### src/kbd_cfg.svh
// Keyboard configuration defines

`ifndef KBD_CFG_SVH
`define KBD_CFG_SVH

//----------------------------------------------------------------------
// Auto-repeat timing in CLK_14M cycles
//----------------------------------------------------------------------

// Hold time before the first repeat, about 0.5 s
`define KBD_REPEAT_FIRST 23'd7000000

// Spacing of later repeats, about 1/15 s
`define KBD_REPEAT_NEXT 23'd933333

//----------------------------------------------------------------------
// Decoded PS/2 event word fields
//----------------------------------------------------------------------

`define KBD_TOGGLE_BIT 10   // Flips once per event

`define KBD_MAKE_BIT 9      // 1 make, 0 break

`define KBD_EXT_BIT 8       // E0 prefix seen

`endif

### src/kbd_pkg.sv
// Keyboard types and scancodes

`default_nettype none

package kbd_pkg;

    // Sequencer states, encoded 0 to 8
    typedef enum logic [3:0] {
        idle       = 4'd0,
        have_code  = 4'd1,
        decode     = 4'd2,
        got_break  = 4'd3,
        break2     = 4'd4,
        key_up     = 4'd5,
        normal_key = 4'd6,
        key_ready1 = 4'd7,
        key_ready  = 4'd8
    } kbd_state_t;

    // PS/2 set 2 scancode
    typedef logic [7:0] scancode_t;

    //------------------------------------------------------------------
    // Modifier keys
    //------------------------------------------------------------------
    localparam scancode_t SC_LSHIFT = 8'h12;
    localparam scancode_t SC_RSHIFT = 8'h59;
    localparam scancode_t SC_LCTRL  = 8'h14;
    localparam scancode_t SC_CAPS   = 8'h58;
    localparam scancode_t SC_WIN    = 8'h1F;   // Open Apple
    localparam scancode_t SC_ALT    = 8'h11;   // Closed Apple

endpackage

`default_nettype wire

### src/kbd_sequencer.sv
// PS/2 event sequencer

`timescale 1ns/1ps
`default_nettype none

`include "kbd_cfg.svh"

module kbd_sequencer
    import kbd_pkg::*;
(
    input  wire         CLK_14M,
    input  wire         reset,
    input  wire  [10:0] ps2_key,
    input  wire         is_modifier,
    input  wire         char_valid,
    input  wire         expire,
    input  wire         reads,
    output logic        mod_make,
    output logic        mod_break,
    output logic        latch_key,
    output logic        arm,
    output logic        run,
    output logic        akd,
    output logic        key_pressed
);

    kbd_state_t state;
    kbd_state_t next_state;
    logic       old_toggle;     // Toggle value of the last accepted event
    logic       toggle;
    logic       make;

    assign toggle = ps2_key[`KBD_TOGGLE_BIT];
    assign make   = ps2_key[`KBD_MAKE_BIT];

    //------------------------------------------------------------------
    // Decode sequence
    //------------------------------------------------------------------
    always_comb
    begin
        next_state = state;
        case (state)
            idle:
            begin
                if (toggle != old_toggle)
                    next_state = have_code;
            end
            have_code:  next_state = decode;
            decode:
            begin
                if (!make)
                    next_state = got_break;
                else if (is_modifier)
                    next_state = idle;      // Modifiers make no character
                else
                    next_state = normal_key;
            end
            got_break:  next_state = break2;
            break2:     next_state = key_up;
            key_up:     next_state = idle;
            normal_key: next_state = key_ready1;
            key_ready1: next_state = key_ready;
            key_ready:  next_state = idle;
            default:    next_state = idle;
        endcase
    end

    always_ff @(posedge CLK_14M or posedge reset)
    begin
        if (reset)
        begin
            state      <= idle;
            old_toggle <= 1'b0;
        end
        else
        begin
            state <= next_state;
            if (state == have_code)
                old_toggle <= toggle;
        end
    end

    // Pulses to the modifier and translation blocks
    assign mod_make  = (state == have_code) && make;
    assign mod_break = (state == key_up);
    assign latch_key = (state == normal_key);
    assign arm       = (state == key_ready) && char_valid;

    //------------------------------------------------------------------
    // Strobe and any-key-down
    //------------------------------------------------------------------
    always_ff @(posedge CLK_14M or posedge reset)
    begin
        if (reset)
        begin
            key_pressed <= 1'b0;
            akd         <= 1'b0;
        end
        else
        begin
            if (reads)
                key_pressed <= 1'b0;
            if (arm)
            begin
                key_pressed <= 1'b1;
                akd         <= 1'b1;
            end
            else if (expire)
                key_pressed <= 1'b1;            // Auto-repeat strobe
            if (state == got_break)
                akd <= 1'b0;                    // Any break ends the hold
        end
    end

    // Repeat only counts once the last strobe was read
    assign run = akd && !key_pressed;

    a_state_legal: assert property (@(posedge CLK_14M) disable iff (reset)
        state inside {idle, have_code, decode, got_break, break2, key_up,
                      normal_key, key_ready1, key_ready})
        else $error("sequencer state out of range");

    // The event word is read live until the decode is finished
    a_event_steady: assert property (@(posedge CLK_14M) disable iff (reset)
        (state != idle) |-> $stable(ps2_key))
        else $error("event word changed during decode");

endmodule

`default_nettype wire

### src/repeat_timer.sv
// Auto-repeat down counter

`timescale 1ns/1ps
`default_nettype none

`include "kbd_cfg.svh"

module repeat_timer #(
    parameter logic [22:0] FIRST_DELAY = `KBD_REPEAT_FIRST,
    parameter logic [22:0] NEXT_DELAY  = `KBD_REPEAT_NEXT
)(
    input  wire  CLK_14M,
    input  wire  reset,
    input  wire  arm,
    input  wire  run,
    output logic expire
);

    logic [22:0] count;

    // Zero reached while counting, and no new key loading
    assign expire = run && !arm && (count == '0);

    //------------------------------------------------------------------
    // Reloadable counter
    //------------------------------------------------------------------
    always_ff @(posedge CLK_14M or posedge reset)
    begin
        if (reset)
            count <= '0;
        else if (arm)
            count <= FIRST_DELAY;               // New key restarts the hold delay
        else if (run)
        begin
            if (count == '0)
                count <= NEXT_DELAY;            // Typematic rate from here on
            else
                count <= count - 23'd1;
        end
    end

    a_expire_needs_run: assert property (@(posedge CLK_14M) disable iff (reset)
        expire |-> run)
        else $error("repeat expiry while paused");

endmodule

`default_nettype wire

### src/modifier_track.sv
// Modifier key tracking

`timescale 1ns/1ps
`default_nettype none

module modifier_track
    import kbd_pkg::*;
(
    input  wire       CLK_14M,
    input  wire       reset,
    input  scancode_t code,
    input  wire       mod_make,
    input  wire       mod_break,
    output logic      is_modifier,
    output logic      shift,
    output logic      ctrl,
    output logic      caps,
    output logic      open_apple,
    output logic      closed_apple
);

    // Apple keys still go on to translation
    assign is_modifier = (code == SC_LSHIFT) || (code == SC_RSHIFT) ||
                         (code == SC_LCTRL)  || (code == SC_CAPS);

    always_ff @(posedge CLK_14M or posedge reset)
    begin
        if (reset)
        begin
            shift        <= 1'b0;
            ctrl         <= 1'b0;
            caps         <= 1'b0;
            open_apple   <= 1'b0;
            closed_apple <= 1'b0;
        end
        else if (mod_make)
        begin
            case (code)
                SC_LSHIFT, SC_RSHIFT: shift        <= 1'b1;
                SC_LCTRL:             ctrl         <= 1'b1;
                SC_WIN:               open_apple   <= 1'b1;
                SC_ALT:               closed_apple <= 1'b1;
                default:              ;
            endcase
        end
        else if (mod_break)
        begin
            case (code)
                SC_LSHIFT, SC_RSHIFT: shift        <= 1'b0;
                SC_LCTRL:             ctrl         <= 1'b0;
                SC_CAPS:              caps         <= ~caps;    // Flips on release
                SC_WIN:               open_apple   <= 1'b0;
                SC_ALT:               closed_apple <= 1'b0;
                default:              ;
            endcase
        end
    end

endmodule

`default_nettype wire

### src/scan_to_ascii.sv
// Scancode to Apple ASCII translator

`timescale 1ns/1ps
`default_nettype none

module scan_to_ascii
    import kbd_pkg::*;
(
    input  wire        CLK_14M,
    input  wire        reset,
    input  scancode_t  code,
    input  wire        ext,
    input  wire        latch_key,
    input  wire        shift,
    input  wire        ctrl,
    input  wire        caps,
    output logic [6:0] ascii,
    output logic       char_valid
);

    scancode_t  key_code;       // Latched key
    logic       key_ext;
    logic       convert;        // Table output settles one cycle after latch
    logic [6:0] lo_char;
    logic [6:0] hi_char;
    logic       known;
    logic       letter;
    logic [6:0] next_char;

    //------------------------------------------------------------------
    // Character table, unshifted and shifted
    //------------------------------------------------------------------
    always_comb
    begin
        lo_char = 7'h00;
        hi_char = 7'h00;
        known   = 1'b1;
        case ({key_ext, key_code})
            // Letters, upper case is derived below
            9'h01C: lo_char = 7'h61;    // a
            9'h032: lo_char = 7'h62;
            9'h021: lo_char = 7'h63;
            9'h023: lo_char = 7'h64;
            9'h024: lo_char = 7'h65;
            9'h02B: lo_char = 7'h66;
            9'h034: lo_char = 7'h67;
            9'h033: lo_char = 7'h68;
            9'h043: lo_char = 7'h69;
            9'h03B: lo_char = 7'h6A;
            9'h042: lo_char = 7'h6B;
            9'h04B: lo_char = 7'h6C;
            9'h03A: lo_char = 7'h6D;
            9'h031: lo_char = 7'h6E;
            9'h044: lo_char = 7'h6F;
            9'h04D: lo_char = 7'h70;
            9'h015: lo_char = 7'h71;
            9'h02D: lo_char = 7'h72;
            9'h01B: lo_char = 7'h73;
            9'h02C: lo_char = 7'h74;
            9'h03C: lo_char = 7'h75;
            9'h02A: lo_char = 7'h76;
            9'h01D: lo_char = 7'h77;
            9'h022: lo_char = 7'h78;
            9'h035: lo_char = 7'h79;
            9'h01A: lo_char = 7'h7A;    // z
            // Digit row
            9'h016: {lo_char, hi_char} = {7'h31, 7'h21};
            9'h01E: {lo_char, hi_char} = {7'h32, 7'h40};
            9'h026: {lo_char, hi_char} = {7'h33, 7'h23};
            9'h025: {lo_char, hi_char} = {7'h34, 7'h24};
            9'h02E: {lo_char, hi_char} = {7'h35, 7'h25};
            9'h036: {lo_char, hi_char} = {7'h36, 7'h5E};
            9'h03D: {lo_char, hi_char} = {7'h37, 7'h26};
            9'h03E: {lo_char, hi_char} = {7'h38, 7'h2A};
            9'h046: {lo_char, hi_char} = {7'h39, 7'h28};
            9'h045: {lo_char, hi_char} = {7'h30, 7'h29};
            // Punctuation
            9'h04E: {lo_char, hi_char} = {7'h2D, 7'h5F};    // - _
            9'h055: {lo_char, hi_char} = {7'h3D, 7'h2B};    // = +
            9'h054: {lo_char, hi_char} = {7'h5B, 7'h7B};
            9'h05B: {lo_char, hi_char} = {7'h5D, 7'h7D};
            9'h05D: {lo_char, hi_char} = {7'h5C, 7'h7C};
            9'h04C: {lo_char, hi_char} = {7'h3B, 7'h3A};    // ; :
            9'h052: {lo_char, hi_char} = {7'h27, 7'h22};
            9'h041: {lo_char, hi_char} = {7'h2C, 7'h3C};
            9'h049: {lo_char, hi_char} = {7'h2E, 7'h3E};
            9'h04A: {lo_char, hi_char} = {7'h2F, 7'h3F};    // / ?
            9'h00E: {lo_char, hi_char} = {7'h60, 7'h7E};
            // Control keys, unaffected by shift
            9'h029: {lo_char, hi_char} = {7'h20, 7'h20};    // Space
            9'h05A: {lo_char, hi_char} = {7'h0D, 7'h0D};    // Return
            9'h076: {lo_char, hi_char} = {7'h1B, 7'h1B};    // Escape
            9'h066: {lo_char, hi_char} = {7'h08, 7'h08};    // Backspace acts as left
            // Extended arrows
            9'h16B: {lo_char, hi_char} = {7'h08, 7'h08};
            9'h174: {lo_char, hi_char} = {7'h15, 7'h15};
            9'h175: {lo_char, hi_char} = {7'h0B, 7'h0B};
            9'h172: {lo_char, hi_char} = {7'h0A, 7'h0A};
            default: known = 1'b0;
        endcase
    end

    assign letter = (lo_char >= 7'h61) && (lo_char <= 7'h7A);

    // Modifier rules
    always_comb
    begin
        if (letter && ctrl)
            next_char = lo_char - 7'h60;        // Control code, 01 to 1A
        else if (letter && (caps || shift))
            next_char = lo_char - 7'h20;
        else if (shift)
            next_char = hi_char;
        else
            next_char = lo_char;
    end

    //------------------------------------------------------------------
    // Latch and result registers
    //------------------------------------------------------------------
    always_ff @(posedge CLK_14M or posedge reset)
    begin
        if (reset)
        begin
            key_code   <= '0;
            key_ext    <= 1'b0;
            convert    <= 1'b0;
            ascii      <= 7'h00;
            char_valid <= 1'b0;
        end
        else
        begin
            convert <= latch_key;
            if (latch_key)
            begin
                key_code <= code;
                key_ext  <= ext;
            end
            if (convert)
            begin
                char_valid <= known;
                ascii      <= known ? next_char : 7'h00;
            end
        end
    end

    a_table_sane: assert property (@(posedge CLK_14M) disable iff (reset)
        !(ascii[6] && ascii[5] && !char_valid))
        else $error("lower-case range character without a valid key");

endmodule

`default_nettype wire

### src/apple_keyboard.sv
// Apple IIe keyboard front end

`timescale 1ns/1ps
`default_nettype none

`include "kbd_cfg.svh"

module apple_keyboard
    import kbd_pkg::*;
#(
    parameter logic [22:0] FIRST_DELAY = `KBD_REPEAT_FIRST,
    parameter logic [22:0] NEXT_DELAY  = `KBD_REPEAT_NEXT
)(
    input  wire         CLK_14M,
    input  wire         reset,
    input  wire  [10:0] ps2_key,
    input  wire         reads,
    output logic        akd,
    output logic [7:0]  k,
    output logic        open_apple,
    output logic        closed_apple
);

    scancode_t  key_code;
    logic       mod_make;
    logic       mod_break;
    logic       latch_key;
    logic       arm;
    logic       run;
    logic       expire;
    logic       is_modifier;
    logic       char_valid;
    logic       shift;
    logic       ctrl;
    logic       caps;
    logic       key_pressed;
    logic [6:0] ascii;

    assign key_code = ps2_key[7:0];
    assign k        = {key_pressed, ascii};     // Strobe in bit 7

    kbd_sequencer u_sequencer (
        .CLK_14M     (CLK_14M),
        .reset       (reset),
        .ps2_key     (ps2_key),
        .is_modifier (is_modifier),
        .char_valid  (char_valid),
        .expire      (expire),
        .reads       (reads),
        .mod_make    (mod_make),
        .mod_break   (mod_break),
        .latch_key   (latch_key),
        .arm         (arm),
        .run         (run),
        .akd         (akd),
        .key_pressed (key_pressed)
    );

    repeat_timer #(
        .FIRST_DELAY (FIRST_DELAY),
        .NEXT_DELAY  (NEXT_DELAY)
    ) u_repeat (
        .CLK_14M (CLK_14M),
        .reset   (reset),
        .arm     (arm),
        .run     (run),
        .expire  (expire)
    );

    modifier_track u_modifiers (
        .CLK_14M      (CLK_14M),
        .reset        (reset),
        .code         (key_code),
        .mod_make     (mod_make),
        .mod_break    (mod_break),
        .is_modifier  (is_modifier),
        .shift        (shift),
        .ctrl         (ctrl),
        .caps         (caps),
        .open_apple   (open_apple),
        .closed_apple (closed_apple)
    );

    scan_to_ascii u_translate (
        .CLK_14M    (CLK_14M),
        .reset      (reset),
        .code       (key_code),
        .ext        (ps2_key[`KBD_EXT_BIT]),
        .latch_key  (latch_key),
        .shift      (shift),
        .ctrl       (ctrl),
        .caps       (caps),
        .ascii      (ascii),
        .char_valid (char_valid)
    );

endmodule

`default_nettype wire

### config.mk
export PLATFORM = sky130hd
export DESIGN_NAME = apple_keyboard
export DESIGN_NICKNAME = d
export VERILOG_FILES = /design/src/kbd_pkg.sv /design/src/kbd_sequencer.sv /design/src/repeat_timer.sv /design/src/modifier_track.sv /design/src/scan_to_ascii.sv /design/src/apple_keyboard.sv
export VERILOG_INCLUDE_DIRS = /design/src /design/src/src
export SDC_FILE = /design/constraint.sdc
export NUM_CORES = 1
export LEC_CHECK = 0
export BUFFER_PORTS_ARGS = -buffer_cell sky130_fd_sc_hd__buf_2
export CAP_MARGIN = 20
export CORE_ASPECT_RATIO = 0.6
export CORE_UTILIZATION = 35
export CTS_CLUSTER_SIZE = 8
export DETAILED_ROUTE_END_ITERATION = 7
export SLEW_MARGIN = 0
export SYNTH_ARGS = -nofsm -noshare
export SYNTH_HDL_FRONTEND = slang
export SYNTH_SLANG_ARGS = --single-unit
### constraint.sdc
create_clock -name CLK_14M -period 4.05 [get_ports CLK_14M]
set_input_delay 0.2025 -clock CLK_14M [delete_from_list [all_inputs] [get_ports CLK_14M]]
set_output_delay 0.2025 -clock CLK_14M [all_outputs]
set_load 0.02 [all_outputs]
==> summary.md <==
| Metric | Value |
|---|---|
| Status | `finished clean` |
| Min Clock Period, post-route | `3.89 ns` |
| Die ar. | `12800 um^2` |
| Transition time of the tightest slew-check pin | `0.896 ns` |
| Total number of vias | `4310` |
| Layout cells sized above 1 | `0.196` |
| Syn-to-layout area delta | `13.5%` |
| Most common cell in the netlist | `dfrtp_1` |
| Yosys warnings | `0` |
| Async set or reset register ratio after synthesis | `1.00` |
| Switching Fraction | `0.500` |
| Synth Flop Type | `dfrtp_1` |
| Post-Route WL | `14100 um` |
| Sequential-to-total area share from yosys stat | `0.307` |
| Initial DRC count | `467` |
| Worst VDD drop | `0.000494 V` |
| Gpl congestion | `1.03` |
| Power Internal | `0.00179 W` |
| Core Footprint | `11600 um^2` |
| First-pass GRT wire length | `22900 um` |
| Remaining DRCs | `0` |
| Sink Count | `53` |
| Root Buffer | `clkbuf_16` |
| Critical path class | `register to register` |
| CTS H-tree depth | `2` |
| Setup crit end kind | `register` |
| Reg area | `1330 um^2` |
| Post-layout util | `0.421` |
| Post-DP HPWL | `11100 um` |
| F_max | `257 MHz` |
| Initial Util | `0.371` |
| Critical path startpoint category | `register` |
| Final period utilization | `0.960` |
| Mapped Area | `4320 um^2` |
| Syn Inst Count | `511` |
| Number of global-route vias before repair | `4051` |
| NetSw | `0.00179 W` |
| Total gr overflow | `0` |
| Post-synth top area share | `0.307` |
| Clk pwr share | `0.124` |
| Number of antenna violations at the first check in global routing | `0` |
| CP Max Fanout | `20` |
| GR peak layer | `met1` |
| Netlist cell types | `83` |
| WP data required | `4.21 ns` |
| Total track usage | `0.232` |
| Multi-input logic area | `2720 um^2` |
| Number of synthesized flops with an enable pin | `0` |
| Wirelength per Cell | `20.0 um` |
| Number of synthesized register bits | `53` |
| Die height | `88.0 um` |
| Syn nets | `527` |
| Static leakage | `2.00 nW` |
| First drt pass iteration count | `5` |
| Final antenna-violating net count | `0` |
| Hold Crit Class | `input port to register` |
| Syn_area_per_cell | `8.45 um^2` |
| Skew final | `0.0149 ns` |
| Design Power | `0.00357 W` |
| Met1 usage | `0.360` |
| Port bufs | `24` |
| GR Util met2 | `0.291` |
| Clock Pin Slew Worst Setup and Hold Paths | `0.08 ns` |
| Nets | `562` |
| Buffer depth of the longest clock path | `2` |
| Library cell with the largest summed area after synthesis | `dfrtp_1` |
| Fin. Hold Viols | `0` |
| Row count | `30` |
| Final TNS setup | `0 ns` |
| Fillers | `1204` |
| Die width | `145 um` |
| Crit path arrival time | `4.05 ns` |
| Commonest cells post-synth | `dfrtp_1 (53), nand2_1 (50), nor2_1 (37)` |
| Inserted Diodes | `0` |
| Power Density | `729 nW/um^2` |
| Largest net degree at the start of global routing | `54` |
| Max-slew violation count | `0` |
| Grt met3 use | `0.0969` |
| Slew HR | `0.394` |
| Reg power frac | `0.320` |
| Setup-failing EPs final | `0` |
| RSZ-0062 raised after global routing | `false` |
| Vias/cell | `6.10` |
| R2R Setup Slk | `0.16 ns` |
| TritonCTS Buffers | `5` |
| CTS tree | `done` |
| Top cells by area, synth | `dfrtp_1 (31%), nand2_1 (4.3%), o21ai_0 (3.8%)` |
| I/O Pins | `25` |
| Skew-Pair Late Insertion Delay | `0.30 ns` |
| MaxCap Viol Count | `0` |
| Combinational share of power | `0.555` |
## what timing repair did
action	in CTS	in global routing
setup buffers	0	0
setup endpoints to repair	0	6
resized for setup	0	2
hold buffers	0	0
## kinds of logic (layout without fill, tap and decap cells)
family	count (synthesis)	in the layout	synth area share
AND/OR/NAND/NOR	248	248	0.351
AO/OA/AOI/OAI	124	124	0.208
buffers and inverters	57	93	0.0690
flip-flops	53	53	0.307
XOR/XNOR	18	18	0.0365
multiplexers	9	9	0.0226
adder cells (fa/ha/maj)	2	2	0.00579
## cell type report
cell class,count,area share
repair buffers,64,0.0858
inverters,21,0.0161
clock inverters,3,0.00689
well taps,160,0.0408
multi-input cells,401,0.554
clock buffers,5,0.0255
flip-flops and latches,53,0.271
## worst max-delay path: stages (launching register included)
cell and delay [ns]:
dfrtp_1 0.93, nor4b_2 0.15, buf_4 0.20, nand2_1 0.24, o211ai_1 0.14, nor4_1 0.79
and3_4 0.36, a311o_1 0.24, o2111ai_4 0.18, nor4b_1 0.39, o32ai_1 0.12
## final timing paths
kind,start,cells past startpoint,end
setup / recovery,u_translate.key_ext,10,u_translate.ascii[3]
hold / removal,reads,2,u_sequencer.key_pressed
setup reg to reg,u_translate.key_ext,10,u_translate.ascii[3]
hold reg to reg,u_modifiers.caps,1,u_modifiers.caps
max in group asynchronous,reset,3,u_repeat.count[9]
min in group asynchronous,reset,3,u_repeat.count[7]
## cells in the final DEF, fill, tap and decap left out, types with 7 or more instances in the layout
| master | synthesis | layout |
|---|---|---|
| dfrtp_1 | 53 | 53 |
| nand2_1 | 50 | 50 |
| buf_4 | 6 | 40 |
| nor2_1 | 37 | 37 |
| o21ai_0 | 33 | 33 |
| nand3_1 | 29 | 29 |
| buf_2 | 13 | 24 |
| a21oi_1 | 20 | 20 |
| inv_1 | 19 | 18 |
| nor2b_1 | 14 | 14 |
| nor4b_1 | 14 | 13 |
| nor3_1 | 13 | 13 |
| xnor2_1 | 12 | 12 |
| or3_1 | 10 | 10 |
| nor4_1 | 10 | 10 |
| o211ai_1 | 9 | 9 |
| nand2b_1 | 7 | 7 |
| o31ai_1 | 7 | 7 |
| nand4_1 | 7 | 7 |
| nor4bb_1 | 7 | 7 |
## sequential cells by signal, indices dropped and copies added (netlist names)
name	cells
u_translate.key_ext	1
u_sequencer.akd	1
u_modifiers.caps	1
u_translate.char_valid	1
u_translate.convert	1
u_sequencer.key_pressed	1
u_sequencer.state	4
u_translate.ascii	7
u_modifiers.open_apple	1
u_sequencer.old_toggle	1
u_translate.key_code	8
u_modifiers.closed_apple	1
u_modifiers.ctrl	1
u_repeat.count	23
u_modifiers.shift	1
## per-layer routing
| metal | wire, um | share of wire |
|---|---|---|
| met1 | 7090 | 0.50 |
| met5 | 0 | 0 |
| met4 | 35 | 0.0025 |
| met2 | 5080 | 0.36 |
| met3 | 1910 | 0.14 |
## power by group through the flow
stage / Sequential, W / Clock [W] / Combinational (W)
after global routing: 0.00118 / 0.000477 / 0.00216
after detailed placement: 0.00113 / 0 / 0.00192
after floorplan: 0.000891 / 0 / 0.00155
after global placement: 0.00112 / 0 / 0.00195
after CTS: 0.00113 / 0.000455 / 0.00192
final: 0.00115 / 0.000444 / 0.00199
## per-stage QoR
step                cells  cell area, um^2  setup WS (ns)  hold slack, ns
global placement      699             4730          0.129           0.389
CTS                   707             4880          0.172          0.0650
global route          707             4900        0.00921           0.113
floorplan             511             4320          0.811           0.299
finish                707             4900          0.164          0.0672
detailed placement    699             4730          0.205           0.385
Note: power is estimated with default switching activity, not from simulation.
